**src/include/datapath_defs.svh**
```systemverilog
`ifndef DATAPATH_DEFS_SVH
`define DATAPATH_DEFS_SVH

// bus and register width
`define DATA_WIDTH 32

// general registers, also width of regIn and regOut
`define NUM_REGS 16

// ALU opcode width
`define ALU_OP_WIDTH 5

`endif

```
**src/hdl/busSrcIf.sv**
```systemverilog
`include "datapath_defs.svh"

// values each storage block offers to the shared bus
interface busSrcIf;

  logic [`DATA_WIDTH-1:0] regVal [`NUM_REGS]; // R0 already masked
  logic [`DATA_WIDTH-1:0] hiVal;
  logic [`DATA_WIDTH-1:0] loVal;
  logic [`DATA_WIDTH-1:0] inPortVal;
  logic [`DATA_WIDTH-1:0] zHighVal;
  logic [`DATA_WIDTH-1:0] zLowVal;

  modport producerRegs (
    output regVal
  );

  modport producerAux (
    output hiVal, loVal, inPortVal
  );

  modport producerAlu (
    output zHighVal, zLowVal
  );

  modport selector (
    input regVal, hiVal, loVal, inPortVal, zHighVal, zLowVal
  );

endinterface

```
**src/hdl/regFile.sv**
```systemverilog
`include "datapath_defs.svh"

module regFile (
  input  logic                     clock,
  input  logic                     rstN,
  input  logic [`DATA_WIDTH-1:0]   busData,
  input  logic [`NUM_REGS-1:0]     regIn,   // one load enable per register
  input  logic                     baOut,   // base address use of R0
  input  logic                     jalR15,  // jump and link
  busSrcIf.producerRegs            src
);

  logic [`DATA_WIDTH-1:0] regs [`NUM_REGS];
  logic [`NUM_REGS-1:0]   loadEn;

  always_comb begin
    loadEn = regIn;
    // link address goes to R15 without its regIn bit
    loadEn[`NUM_REGS-1] = regIn[`NUM_REGS-1] | jalR15;
  end

  always_ff @(posedge clock or negedge rstN) begin
    if (!rstN) begin
      for (int i = 0; i < `NUM_REGS; i++) begin
        regs[i] <= '0;
      end
    end else begin
      for (int i = 0; i < `NUM_REGS; i++) begin
        if (loadEn[i]) begin
          regs[i] <= busData;
        end
      end
    end
  end

  always_comb begin
    for (int i = 0; i < `NUM_REGS; i++) begin
      src.regVal[i] = regs[i];
    end
    if (baOut) begin
      src.regVal[0] = '0; // R0 reads zero as a base
    end
  end

  // a link load and an ordinary load of R15 never coincide
  aJalNoRegIn: assert property (@(posedge clock) disable iff (!rstN)
    jalR15 |-> !regIn[`NUM_REGS-1])
    else $error("regFile: jalR15 and regIn[15] high together");

endmodule

```
**src/flat_wrapper.sv**
```systemverilog
// flat-port wrapper written by rule: the top's interface ports become plain ports
module regFile_flat 
  (clock, rstN, busData, regIn, baOut, jalR15, src_regVal);
  busSrcIf src_i ();
  input  logic clock;
  input  logic rstN;
  input  logic [`DATA_WIDTH-1:0] busData;
  input  logic [`NUM_REGS-1:0] regIn;
  input  logic baOut;
  input  logic jalR15;
  output wire logic [$bits(src_i.regVal)-1:0] src_regVal;
  assign src_regVal = {>>{src_i.regVal}};
  regFile u_core (.clock(clock), .rstN(rstN), .busData(busData), .regIn(regIn), .baOut(baOut), .jalR15(jalR15), .src(src_i));
endmodule
```
**config.mk**
```make
export PLATFORM = sky130hd
export DESIGN_NAME = regFile_flat
export DESIGN_NICKNAME = d
export VERILOG_FILES = /design/src/hdl/busSrcIf.sv /design/src/hdl/regFile.sv /design/src/flat_wrapper.sv
export VERILOG_INCLUDE_DIRS = /design/src /design/src/include
export SDC_FILE = /design/constraint.sdc
export NUM_CORES = 1
export LEC_CHECK = 0
export BUFFER_PORTS_ARGS = -buffer_cell sky130_fd_sc_hd__buf_2
export CAP_MARGIN = 20
export CELL_PAD_IN_SITES_DETAIL_PLACEMENT = 2
export CELL_PAD_IN_SITES_GLOBAL_PLACEMENT = 2
export CORE_ASPECT_RATIO = 0.9
export CORE_MARGIN = 2
export CORE_UTILIZATION = 39
export DETAILED_ROUTE_END_ITERATION = 10
export PLACE_DENSITY_LB_ADDON = 0.1
export SYNTH_ARGS = -nofsm -noshare
export SYNTH_HDL_FRONTEND = slang
export SYNTH_SLANG_ARGS = --single-unit
```
**constraint.sdc**
```tcl
create_clock -name clock -period 2.2 [get_ports clock]
set_clock_uncertainty 0.15 [all_clocks]
set_input_delay 0.44 -clock clock [delete_from_list [all_inputs] [get_ports clock]]
set_output_delay 0.44 -clock clock [all_outputs]
set_load 0.005 [all_outputs]
```
== Word-level counts from Yosys, hierarchy flattened ==
Cells that the tools add are included.
Storage, ports and cells
  register bits: 512
  input port bits: 52
  output and inout port bits: 512
  logic and storage cells: 18
Cells by class
  multiplexer cells: 1
  bitwise gates (word level): 1
Operators with widths (number)
  $mux W32: 1
  $or A1 B1 Y1: 1

== Logic depth before layout (Yosys ltp) ==
Gate-level depths: netlist (run 1).
  depth after elaboration: 1
  gate-level depth with buffers: 3
  gate-level depth less buffers: 2

== Worst setup path after synthesis (run 1) ==
Ideal clock, no wire load.
  path type: input -> register
  start point: input port jalR15
  end point: register u_core.regs, in the netlist u_core.src.regVal[0]
  library setup time: 125 ps
  data arrival time: 1095 ps
  data required time: 1925 ps
  setup slack: 831 ps
  cell stages on the path: 3
  buffers on the path: 1
  cell sequence: nor2_4 -> clkbuf_8 -> mux2_2
Between the ends
  cells in the longest elaborated chain, start to end: 1
Ends and longest elaborated chain
  from (decl): line flat_wrapper.sv:10  | input logic jalR15;
  $or A1 B1 Y1: line regFile.sv:19  | loadEn[`NUM_REGS-1] = regIn[`NUM_REGS-1] | jalR15;
  to (signal, indexed assignment): line regFile.sv:30  | regs[i] <= busData;
  to (decl): line regFile.sv:13  | logic [`DATA_WIDTH-1:0] regs [`NUM_REGS];
No other way between the ends.
A chain may end at the register's enable or synchronous reset.

== Worst setup path in the final report (run 1) ==
  start point: input port baOut
  end point: output port src_regVal[498]
Between the ends
  cells in the longest elaborated chain, start to end: 1
Ends and longest elaborated chain
  from (decl): line flat_wrapper.sv:9  | input logic baOut;
  $mux W32: line regFile.sv:40  | if (baOut) begin
  to (decl): line flat_wrapper.sv:11  | output wire logic [$bits(src_i.regVal)-1:0] src_regVal;
No other way between the ends.

==> impl_summary.txt, run 1 <==
----------------------------------------------------
[Clocking]
  H-Tree Level Count ... 2
  TritonCTS clock tree ... done
  Clock Root Buffer ... sky130_fd_sc_hd__clkbuf_16
  Gates resized, CTS repair ... 0
  Clock Latency Late Sink ... 0.60 ns
  Maximum buffer depth of the clock tree ... 3
  Hold-fix buffer count after cts ... 1
  Clock Pin Slew Worst Setup and Hold Paths ... 0.05 ns
  Sink Count ... 512
  Num CTS Buffers ... 56
  Post-CTS Setup Bufs ... 0

[Run status]
  Result of the run ... completed

[STA]
  WHS ... 0.172 ns
  Measured slew at the worst slew-check pin ... 0.797 ns
  Part of the cycle the worst path needs ... 0.893
  Setup repair after global routing missed its margin ... false
  Final Max Tran Viols ... 0
  Total Neg Setup Slack ... 0 ns
  Final min period ... 1.96 ns
  Count of endpoints failing setup in the final report ... 0
  Worst slew margin relative to its limit ... 0.468
  Top achievable clock speed ... 509 MHz
  Final hold violation count ... 0

[Global route]
  First-pass GRT wire length ... 102 mm
  Antenna violations before repair ... 2
  Gr ovfl total ... 0
  Largest net degree at the start of global routing ... 67
  Overall fraction of global-route tracks in use ... 0.230
  Via count of the first global-routing pass ... 13700

[Detailed routing]
  Wire length per cell after detailed routing ... 27.6 um
  Residual antenna-violating net count after detailed routing ... 0
  Final routed wirelength across all metal layers ... 70.1 mm
  Vias after detailed routing ... 12100
  DRC violation count after routing ... 0
  Iter 0 DRT Violations ... 465
  Post-DR vias/cell ... 4.78
  DRT Pass-1 Iters ... 4

[Floorplanning]
  Die Outline Area ... 61600 um^2
  Die width ... 261 um
  Height of the die ... 236 um
  Number of placement rows ... 84
  I/O Pins ... 564
  Core footprint ... 58800 um^2
  Initial Util ... 0.396

[Synthesis]
  Share of synthesized area occupied by flip-flops and latches ... 0.551
  Area fraction in compound gates after synthesis ... 0
  Dominant combinational cell family by area after synthesis ... multiplexers
  Net Count, Synth ... 1687
  Netlist cell types ... 13
  Xor-xnor portion of the synthesized cell area ... 0
  Post-synth top area share ... 0.551
  Proportion of synthesized area in mux cells ... 0.253
  Basic-gate share of the synthesized area counting and, or, nand and nor cells ... 0.00909
  Register bit total from synthesis ... 512
  Share of synthesized cell area in full adder, half adder and majority cells ... 0
  Post-Synthesis Mean Instance Area ... 14.2 um^2
  Mapped cell area ... 23300 um^2
  Library cell occupying the most area in the post-synthesis netlist ... sky130_fd_sc_hd__dfrtp_1
  Synthesized instance count ... 1635
  Total of warnings raised by yosys ... 0
  Largest cells by area after synthesis ... sky130_fd_sc_hd__dfrtp_1, sky130_fd_sc_hd__mux2_2, sky130_fd_sc_hd__buf_4

[Setup path]
  Critical path capture point ... src_regVal[498]
  RR Endpoint ... u_core.regs[500]$_DFFE_PN0P_
  Startpoint type of the worst setup path ... input pin
  Critical path class ... in2out
  Sort of element at the end of the critical path ... output pin
  Reg-to-Reg Start ... u_core.regs[500]$_DFFE_PN0P_
  Maximum fanout along the worst path ... 32
  Worst reg2reg setup slack ... 1.22 ns
  Worst EP arrival ... 1.37 ns
  Required time of the worst setup path ... 1.61 ns
  Number of cells traversed by the worst register-to-register path ... 1
  Critical path origin ... baOut

[Cells and area]
  Relative area change from synthesis to final layout ... 8.99%
  Ant. Diodes ... 0
  Count of filler cells inserted in the layout ... 5749
  Commonest cells after routing, fill and taps aside ... sky130_fd_sc_hd__buf_2, sky130_fd_sc_hd__dfrtp_1, sky130_fd_sc_hd__mux2_2
  Proportion of layout cells with a drive suffix above 1 ... 0.680
  Net count of the finished layout ... 1772
  Most common cell after layout, fill and taps aside ... sky130_fd_sc_hd__buf_2

[Power and ir drop]
  PwrDens ... 961 nW/um^2
  Leakage power total ... 0.0118 uW
  Largest voltage drop on the vdd net ... 0.000543 V

[Placement]
  Half-perimeter wire length after placement ... 48.9 mm
  Port Buffers ... 563
  Global placement routability congestion ... 0.771

[Min path]
  Class of the tightest hold or removal check ... in2async

[Job]
  Max capacitance violation total ... 0

----------------------------------------------------
final cells by class:
class,count,area (um^2),share of cell area
Tap cell,774,968,0.0382
Clock inverter,22,322,0.0127
Clock buffer,81,1680,0.0661
Sequential cell,512,12800,0.505
Multi-Input combinational cell,545,6100,0.240
Timing Repair Buffer,605,3480,0.137
state kept, by name (all words and copies together) (netlist names):
register / count
u_core.regs: 32
u_core.src.regVal: 480
through the flow:
stage | setup slack (ns) | total power, uW | area [um^2] | cells | util
finish | 0.235 | 24400 | 25400 | 2539 | 0.432
global route | 0.171 | 25500 | 25400 | 2539 | 0.432
CTS | 0.186 | 24800 | 25400 | 2539 | 0.432
detailed placement | 0.231 | 14500 | 23400 | 2435 | 0.397
global placement | 0.328 | 14300 | 23400 | 2435 | 0.397
floorplan | 0.831 | 13500 | 23300 | 1635 | -
per-layer routing:
metal	GRT usage	share of wire	up-vias
li1	-	-	5137
met1	0.288	0.40	6528
met2	0.385	0.50	372
met3	0.0633	0.071	87
met4	0.0678	0.026	0
met5	0	0	-
cells by family (layout without fill, tap and decap cells):
family	Yosys count	after routing
flops	512	512
buf+inv	578	708
mux	512	512
simple gates	33	33
how the worst min path moves through the flow:
stage / start / endpoint / slack (ns) / cells past startpoint
final: rstN / u_core.src.regVal[377]$_DFFE_PN0P_ / 0.17 / 2
after global routing: rstN / u_core.src.regVal[377]$_DFFE_PN0P_ / 0.17 / 2
after CTS: rstN / u_core.src.regVal[248]$_DFFE_PN0P_ / 0.13 / 2
after detailed placement: rstN / u_core.src.regVal[377]$_DFFE_PN0P_ / 0.20 / 1
after global placement: rstN / u_core.src.regVal[377]$_DFFE_PN0P_ / 0.21 / 1
after floorplan: rstN / u_core.regs[480]$_DFFE_PN0P_ / -0.006 / 0
power breakdown:
part | total (uW) | switching, uW | internal [uW]
sequential | 10900 | 529 | 10400
combinational | 3340 | 1710 | 1620
clock | 10100 | 3950 | 6200
worst max-delay path, stage by stage:
cell and delay [ns]:
sky130_fd_sc_hd__buf_2 0.61, sky130_fd_sc_hd__nor2b_1 0.14, sky130_fd_sc_hd__buf_2 0.17
Yosys cell counts:
| cell | instances |
|---|---|
| sky130_fd_sc_hd__buf_1 | 32 |
| sky130_fd_sc_hd__mux2_4 | 32 |
| sky130_fd_sc_hd__nor2b_1 | 32 |
| sky130_fd_sc_hd__buf_6 | 45 |
| sky130_fd_sc_hd__dfrtp_1 | 512 |
| sky130_fd_sc_hd__mux2_1 | 12 |
| sky130_fd_sc_hd__mux2_2 | 468 |
| sky130_fd_sc_hd__nor2_4 | 1 |
| sky130_fd_sc_hd__clkbuf_8 | 3 |
| sky130_fd_sc_hd__clkbuf_2 | 13 |
| sky130_fd_sc_hd__clkbuf_1 | 3 |
| sky130_fd_sc_hd__buf_2 | 2 |
| sky130_fd_sc_hd__buf_4 | 480 |
Power figures use the tool's default switching activity.
==> inputs of run 2 (changes only) <==
Settings changed: CORE_UTILIZATION 39 to 41, CTS_BUF_LIST set to sky130_fd_sc_hd__clkbuf_2 sky130_fd_sc_hd__clkbuf_4 sky130_fd_sc_hd__clkbuf_8.
==> impl_summary.txt, run 2 (synthesis gave the netlist of run 1 again) <==
----------------------------------------------------
[STA]
  Count of endpoints failing setup in the final report ... 0 (unchanged)
  Total Neg Setup Slack ... 0 ns (unchanged)
  Part of the cycle the worst path needs ... 0.911 (+0.0181)
  Top achievable clock speed ... 499 MHz (-2.0%)
  Setup repair after global routing missed its margin ... false
  Final Max Tran Viols ... 0 (unchanged)
  Worst slew margin relative to its limit ... 0.496 (+0.0279)
  Final min period ... 2.00 ns (+0.0398 ns)
  Final hold violation count ... 0 (unchanged)
  Measured slew at the worst slew-check pin ... 0.755 ns (-0.0418 ns)

[Detailed routing]
  Wire length per cell after detailed routing ... 27.1 um (-1.7%)
  Residual antenna-violating net count after detailed routing ... 0 (unchanged)
  Vias after detailed routing ... 12300 (+1.2%)
  Iter 0 DRT Violations ... 401 (-14%)
  DRC violation count after routing ... 0 (unchanged)
  DRT Pass-1 Iters ... 4 (unchanged)
  Post-DR vias/cell ... 4.78 (about the same)
  Final routed wirelength across all metal layers ... 69.6 mm (-0.65%)

[Global route]
  Via count of the first global-routing pass ... 13600 (-0.97%)
  Largest net degree at the start of global routing ... 88 (+31%)
  Grt met3 use ... 0.0796 (+0.0163)
  First-pass GRT wire length ... 101 mm (-1.8%)
  Global Route met1 Usage ... 0.296 (+0.00774)
  Gr ovfl total ... 0 (unchanged)
  Routing layer with the top usage in global route ... met2
  Met2 capacity usage during global routing ... 0.393 (+0.00778)
  Antenna violations before repair ... 2 (unchanged)
  Overall fraction of global-route tracks in use ... 0.240 (+0.0103)

[Floorplanning]
  I/O Pins ... 564 (unchanged)
  Initial Util ... 0.416 (+0.0201)
  Height of the die ... 230 um (-2.4%)
  Core footprint ... 55900 um^2 (-4.8%)
  Number of placement rows ... 82 (-2.4%)
  Die Outline Area ... 58700 um^2 (-4.8%)
  Die width ... 255 um (-2.4%)

[Cells and area]
  Most common cell after layout, fill and taps aside ... sky130_fd_sc_hd__buf_2
  Relative area change from synthesis to final layout ... 8.29%
  Count of filler cells inserted in the layout ... 5506 (-4.2%)
  Flip-flop count of the largest register after layout ... 480 (unchanged)
  Proportion of layout cells with a drive suffix above 1 ... 0.692 (+0.0124)
  Net count of the finished layout ... 1799 (+1.5%)
  Commonest cells after routing, fill and taps aside ... sky130_fd_sc_hd__buf_2, sky130_fd_sc_hd__dfrtp_1, sky130_fd_sc_hd__mux2_2

[Power and ir drop]
  Post-layout total power ... 23500 uW (-3.5%)
  Largest voltage drop on the vdd net ... 0.000527 V (-2.9%)
  Leakage power total ... 0.0118 uW (-0.13%)
  PwrDens ... 933 nW/um^2 (-2.9%)

[Min path]
  Class of the tightest hold or removal check ... in2reg
  Origin of the worst min-delay path ... busData[9]
  Hold path cells ... 2
  Hold Path End ... u_core.src.regVal[329]$_DFFE_PN0P_

[Setup path]
  Number of cells traversed by the worst register-to-register path ... 1 (unchanged)
  RR Endpoint ... u_core.src.regVal[331]$_DFFE_PN0P_
  Sort of element at the end of the critical path ... output pin
  Worst reg2reg setup slack ... 1.21 ns (about the same)
  Critical Path Slowest Stage Cell ... sky130_fd_sc_hd__dfrtp_1
  Startpoint type of the worst setup path ... register
  Required time of the worst setup path ... 1.61 ns (about the same)
  Ordered list of cells on the worst path ... nor2b_1 > buf_2
  Highest cell delay on the worst timing path ... 0.44 ns (-0.17 ns)
  Critical path class ... reg2out
  Reg-to-Reg Start ... u_core.src.regVal[331]$_DFFE_PN0P_
  Worst EP arrival ... 1.41 ns (+0.04 ns)
  Maximum fanout along the worst path ... 2 (-94%)

[Clocking]
  Clock Root Buffer ... sky130_fd_sc_hd__clkbuf_8
  Sink Count ... 512 (unchanged)
  TritonCTS clock tree ... done
  Maximum buffer depth of the clock tree ... 3 (unchanged)
  H-Tree Level Count ... 3 (+1)
  Clock Latency Late Sink ... 0.66 ns (+0.06 ns)
  Clock Pin Slew Worst Setup and Hold Paths ... 0.07 ns (+0.02 ns)
  Post-CTS Setup Bufs ... 0 (unchanged)
  Num CTS Buffers ... 88 (+57%)

[Job]
  Max capacitance violation total ... 0 (unchanged)

[Placement]
  Global placement routability congestion ... 0.777 (+0.75%)
  Half-perimeter wire length after placement ... 48.6 mm (-0.49%)
  Port Buffers ... 563 (unchanged)

[Run status]
  Result of the run ... completed

----------------------------------------------------
[run 2: cell types whose count changed in the layout (fill, tap and decap cells not counted), moves of 2 or more]
| cell | previous run | this run |
|---|---|---|
| sky130_fd_sc_hd__clkbuf_8 | 16 | 113 |
| sky130_fd_sc_hd__clkbuf_16 | 57 | 0 |
| sky130_fd_sc_hd__clkbuf_4 | 0 | 31 |
| sky130_fd_sc_hd__clkbuf_1 | 8 | 0 |
| sky130_fd_sc_hd__clkinv_2 | 11 | 3 |
| sky130_fd_sc_hd__bufinv_16 | 8 | 3 |
| sky130_fd_sc_hd__buf_4 | 14 | 11 |
| sky130_fd_sc_hd__buf_12 | 27 | 25 |
| sky130_fd_sc_hd__clkinvlp_4 | 0 | 2 |
[run 2: through the flow]
| stage | std cells | utilization | area (um^2) | hold WS, ns | worst slack, ns |
|---|---|---|---|---|---|
| 2_1_floorplan | 1635 | - | 23300 | -0.00559 | 0.831 |
| 3_3_place_gp | 2412 | 0.416 | 23300 | 0.232 | 0.338 |
| 3_5_place_dp | 2412 | 0.416 | 23300 | 0.234 | 0.265 |
| 4_1_cts | 2566 | 0.451 | 25200 | 0.0737 | 0.129 |
| 5_1_grt | 2566 | 0.451 | 25200 | 0.109 | 0.125 |
| 6_report | 2567 | 0.451 | 25200 | 0.140 | 0.195 |
[run 2: final cells by class]
class	count	area [um^2]	share of cell area
antenna	1	2.50	0.0000993
clock buffer	144	1790	0.0710
clock inverter	9	129	0.00511
multi-input combinational	545	6100	0.242
sequential	512	12800	0.509
tap	756	946	0.0375
timing repair buffer	600	3420	0.136
[run 2: worst max path at each step]
stage                                      start  slack (ns)                               end  cells after the start
detailed placement                         baOut        0.27                   src_regVal[502]                      3
global placement                           baOut        0.34                   src_regVal[491]                      3
floorplan                                 jalR15        0.83  u_core.src.regVal[0]$_DFFE_PN0P_                      3
global route        u_core.regs[490]$_DFFE_PN0P_        0.13                   src_regVal[490]                      2
CTS                 u_core.regs[485]$_DFFE_PN0P_        0.13                   src_regVal[485]                      2
finish              u_core.regs[497]$_DFFE_PN0P_        0.20                   src_regVal[497]                      2
[run 2: power breakdown]
group	leakage (uW)	total, uW	switching [uW]	internal [uW]
registers	0.00599	10900	516	10400
clock network	0.00101	9310	3860	5450
logic	0.00477	3330	1720	1610
total	0.0118	23500	6090	17400
[run 2: timing repair]
item,CTS,global route
endpoints found under the hold margin,346,0
hold buffers,1,0
gates resized for setup,0,0
[run 2: critical path: cells and delay by family, from the launching register on]
family | cells | cell delay (ns)
AND/OR/NAND/NOR | 1 | 0.16
flip-flops | 1 | 0.44
buffers and inverters | 1 | 0.16
[run 2: routing by layer]
layer | wire length, um | vias to the layer above | part of all wire
met1 | 28300 | 6547 | 0.41
met4 | 2140 | 0 | 0.031
met3 | 5340 | 109 | 0.077
met2 | 33900 | 411 | 0.49
li1 | - | 5201 | -
met5 | 0 | - | 0
==> inputs of run 3 (changes only) <==
Settings changed: ABC_AREA set to 1, CORE_UTILIZATION 41 to 35.
==> impl_summary.txt, run 3 <==
----------------------------------------------------
[Setup path]
  Critical path class ... reg2out
  Startpoint type of the worst setup path ... register
  Critical path capture point ... src_regVal[495]
  Required time of the worst setup path ... 1.61 ns (about the same)
  Worst EP arrival ... 1.36 ns (-0.05 ns)
  Worst reg2reg setup slack ... 1.31 ns (+0.10 ns)
  Critical path origin ... u_core.regs[495]$_DFFE_PN0P_
  RR Endpoint ... u_core.src.regVal[43]$_DFFE_PN0P_
  Reg-to-Reg Start ... u_core.src.regVal[43]$_DFFE_PN0P_
  Number of cells traversed by the worst register-to-register path ... 2 (+1)
  Maximum fanout along the worst path ... 2 (unchanged)
  Sort of element at the end of the critical path ... output pin

[Synthesis]
  Synthesized instance count ... 2742 (+68%)
  Share of synthesized area occupied by flip-flops and latches ... 0.536 (-0.0142)
  Total of warnings raised by yosys ... 0 (unchanged)
  Number of enable-type register cells in the synthesized netlist ... 0 (unchanged)
  Most frequently used cell type in the post-synthesis netlist ... sky130_fd_sc_hd__nand2_1
  Net Count, Synth ... 2794 (+66%)
  Commonest cells post-synth ... sky130_fd_sc_hd__nand2_1, sky130_fd_sc_hd__dfrtp_1, sky130_fd_sc_hd__o21ai_0
  Netlist cell types ... 10 (-3)
  Register bit total from synthesis ... 512 (unchanged)
  Post-Synthesis Mean Instance Area ... 8.71 um^2 (-39%)
  Async S/R FF share, synth ... 1.00 (unchanged)
  Largest cells by area after synthesis ... sky130_fd_sc_hd__dfrtp_1, sky130_fd_sc_hd__buf_4, sky130_fd_sc_hd__o21ai_0
  Most used DFF post-synth ... sky130_fd_sc_hd__dfrtp_1
  Mapped cell area ... 23900 um^2 (+2.6%)
  Library cell occupying the most area in the post-synthesis netlist ... sky130_fd_sc_hd__dfrtp_1
  Post-synth top area share ... 0.536 (-0.0142)

[Detailed routing]
  Final routed wirelength across all metal layers ... 81.1 mm (+16%)
  DRT Pass-1 Iters ... 4 (unchanged)
  Residual antenna-violating net count after detailed routing ... 0 (unchanged)
  Iter 0 DRT Violations ... 816 (+100%)
  DRC violation count after routing ... 0 (unchanged)
  Vias after detailed routing ... 17200 (+40%)
  Post-DR vias/cell ... 4.61 (-3.5%)
  Wire length per cell after detailed routing ... 21.7 um (-20%)

[Clocking]
  TritonCTS clock tree ... done
  Clock Pin Slew Worst Setup and Hold Paths ... 0.06 ns (about the same)
  Gates resized, CTS repair ... 0 (unchanged)
  H-Tree Level Count ... 3 (unchanged)
  Clock Latency Late Sink ... 0.68 ns (+0.02 ns)
  Maximum buffer depth of the clock tree ... 3 (unchanged)
  Clock Root Buffer ... sky130_fd_sc_hd__clkbuf_8
  Num CTS Buffers ... 95 (+8.0%)
  Sink Count ... 512 (unchanged)

[Power and ir drop]
  Leakage power total ... 0.0141 uW (+20%)
  Net Switching ... 6630 uW (+8.9%)
  Sequential fraction of design power ... 0.455 (-0.007)
  PwrDens ... 910 nW/um^2 (-2.5%)
  Fraction of power consumed by combinational cells ... 0.131 (-0.011)
  Largest voltage drop on the vdd net ... 0.000380 V (-28%)
  Post-layout total power ... 23600 uW (+0.22%)
  Proportion of total power due to net switching ... 0.281 (+0.0223)
  Internal cell power ... 16900 uW (-2.8%)
  Clock network fraction of design power ... 0.414 (+0.018)

[STA]
  Final min period ... 1.95 ns (-0.0501 ns)
  Count of endpoints failing setup in the final report ... 0 (unchanged)
  Final Max Tran Viols ... 0 (unchanged)
  Setup repair after global routing missed its margin ... false
  Total Neg Setup Slack ... 0 ns (unchanged)
  Worst slew margin relative to its limit ... 0.423 (-0.0731)
  Part of the cycle the worst path needs ... 0.888 (-0.0228)
  Final hold violation count ... 0 (unchanged)
  Top achievable clock speed ... 512 MHz (+2.6%)
  Measured slew at the worst slew-check pin ... 0.863 ns (+0.108 ns)
  Setup slack of the critical path after layout ... 0.245 ns (+0.0501 ns)

[Placement]
  Port Buffers ... 563 (unchanged)
  Placed insts ... 3555 (+47%)
  Global placement routability congestion ... 0.785 (+1.1%)
  Pre-CTS WS ... 0.332 ns (+0.0668 ns)
  Dpl cell area ... 23800 um^2 (+2.5%)
  Half-perimeter wire length after placement ... 56.5 mm (+16%)

[Cells and area]
  Commonest cells after routing, fill and taps aside ... sky130_fd_sc_hd__buf_2, sky130_fd_sc_hd__nand2_1, sky130_fd_sc_hd__o21ai_0, sky130_fd_sc_hd__dfrtp_1, sky130_fd_sc_hd__inv_1
  Final cell count without fillers ... 3730 (+45%)
  Proportion of layout cells with a drive suffix above 1 ... 0.270 (-0.422)
  Most common cell after layout, fill and taps aside ... sky130_fd_sc_hd__buf_2
  Relative area change from synthesis to final layout ... 8.47%
  Net count of the finished layout ... 2834 (+58%)
  Flip-flop count of the largest register after layout ... 480 (unchanged)
  Finished Cell Area ... 25900 um^2 (+2.8%)

[Run status]
  Result of the run ... completed

[Min path]
  Class of the tightest hold or removal check ... in2reg
  Origin of the worst min-delay path ... regIn[15]

[Global route]
  Via count of the first global-routing pass ... 19100 (+40%)
  Antenna violations before repair ... 3 (+1)
  Largest net degree at the start of global routing ... 65 (-26%)
  First-pass GRT wire length ... 122 mm (+21%)
  Overall fraction of global-route tracks in use ... 0.231 (-0.00899)
  Gr ovfl total ... 0 (unchanged)

[Floorplanning]
  Height of the die ... 252 um (+9.5%)
  Initial Util ... 0.355 (-0.0609)
  Die Outline Area ... 70300 um^2 (+20%)
  Core footprint ... 67200 um^2 (+20%)
  Number of placement rows ... 90 (+9.8%)
  Die width ... 279 um (+9.5%)
  I/O Pins ... 564 (unchanged)

[Job]
  Max capacitance violation total ... 0 (unchanged)

----------------------------------------------------
## run 3: changes by cell type after synthesis, moves of 42 or more
cell	change
sky130_fd_sc_hd__nand2_1	+544
sky130_fd_sc_hd__o21ai_0	+512
sky130_fd_sc_hd__inv_1	+480
sky130_fd_sc_hd__mux2_2	-468
sky130_fd_sc_hd__buf_2	+109
sky130_fd_sc_hd__clkbuf_2	+52
sky130_fd_sc_hd__buf_6	-42
## run 3: cell families after synthesis
logic type	after synthesis	share of synthesized area
and+or+nand+nor	577	0.0910
DFF	512	0.536
AOI/OAI and AO/OA	512	0.107
buffers and inverters	1141	0.265
## run 3: through the flow
stage	utilization	hold slack [ns]
global placement	0.355	0.260
CTS	0.385	0.0206
finish	0.385	0.0720
floorplan	-	-0.00559
detailed placement	0.355	0.266
global route	0.385	0.0776
## run 3: layer usage
layer | wire length [um] | GRT usage
met3 | 4870 | 0.0614
met4 | 3070 | 0.0903
met1 | 34200 | 0.288
met5 | 11 | 0
met2 | 39000 | 0.382
## run 3: power by group through the flow
stage	clock [uW]	sequential, uW	combinational [uW]
finish	9750	10700	3090
global route	10500	10800	3490
CTS	10100	10700	3190
detailed placement	0	10900	3160
global placement	0	10800	3040
floorplan	0	10700	2330
## run 3: what timing repair did
| item | CTS | global route |
|---|---|---|
| setup buffers | 0 | 0 |
| hold buffers | 4 | 0 |
| endpoints found under the hold margin | 483 | 0 |
## run 3: worst min-delay path by stage
stage	cells after the start	slack, ns	end
3_3_place_gp	1	0.26	u_core.src.regVal[473]$_DFFE_PN0P_
2_1_floorplan	0	-0.006	u_core.regs[480]$_DFFE_PN0P_
3_5_place_dp	1	0.27	u_core.src.regVal[473]$_DFFE_PN0P_
6_report	4	0.07	u_core.src.regVal[26]$_DFFE_PN0P_
4_1_cts	4	0.02	u_core.src.regVal[12]$_DFFE_PN0P_
5_1_grt	4	0.08	u_core.src.regVal[24]$_DFFE_PN0P_
## run 3: layout make-up
type / count / area, um^2
timing repair buffer: 604 / 3430
clock buffer: 162 / 1980
antenna: 1 / 2.50
tap: 874 / 1090
multi-input combinational: 1089 / 4740
sequential: 512 / 12800
clock inverter: 8 / 47.5
fill: 7524 / 41300
inverter: 480 / 1800
## run 3: critical path, stage by stage, from the launching register on
cell and delay, ns:
sky130_fd_sc_hd__dfrtp_1 0.36, sky130_fd_sc_hd__inv_1 0.12, sky130_fd_sc_hd__nor2_1 0.06, sky130_fd_sc_hd__buf_2 0.15
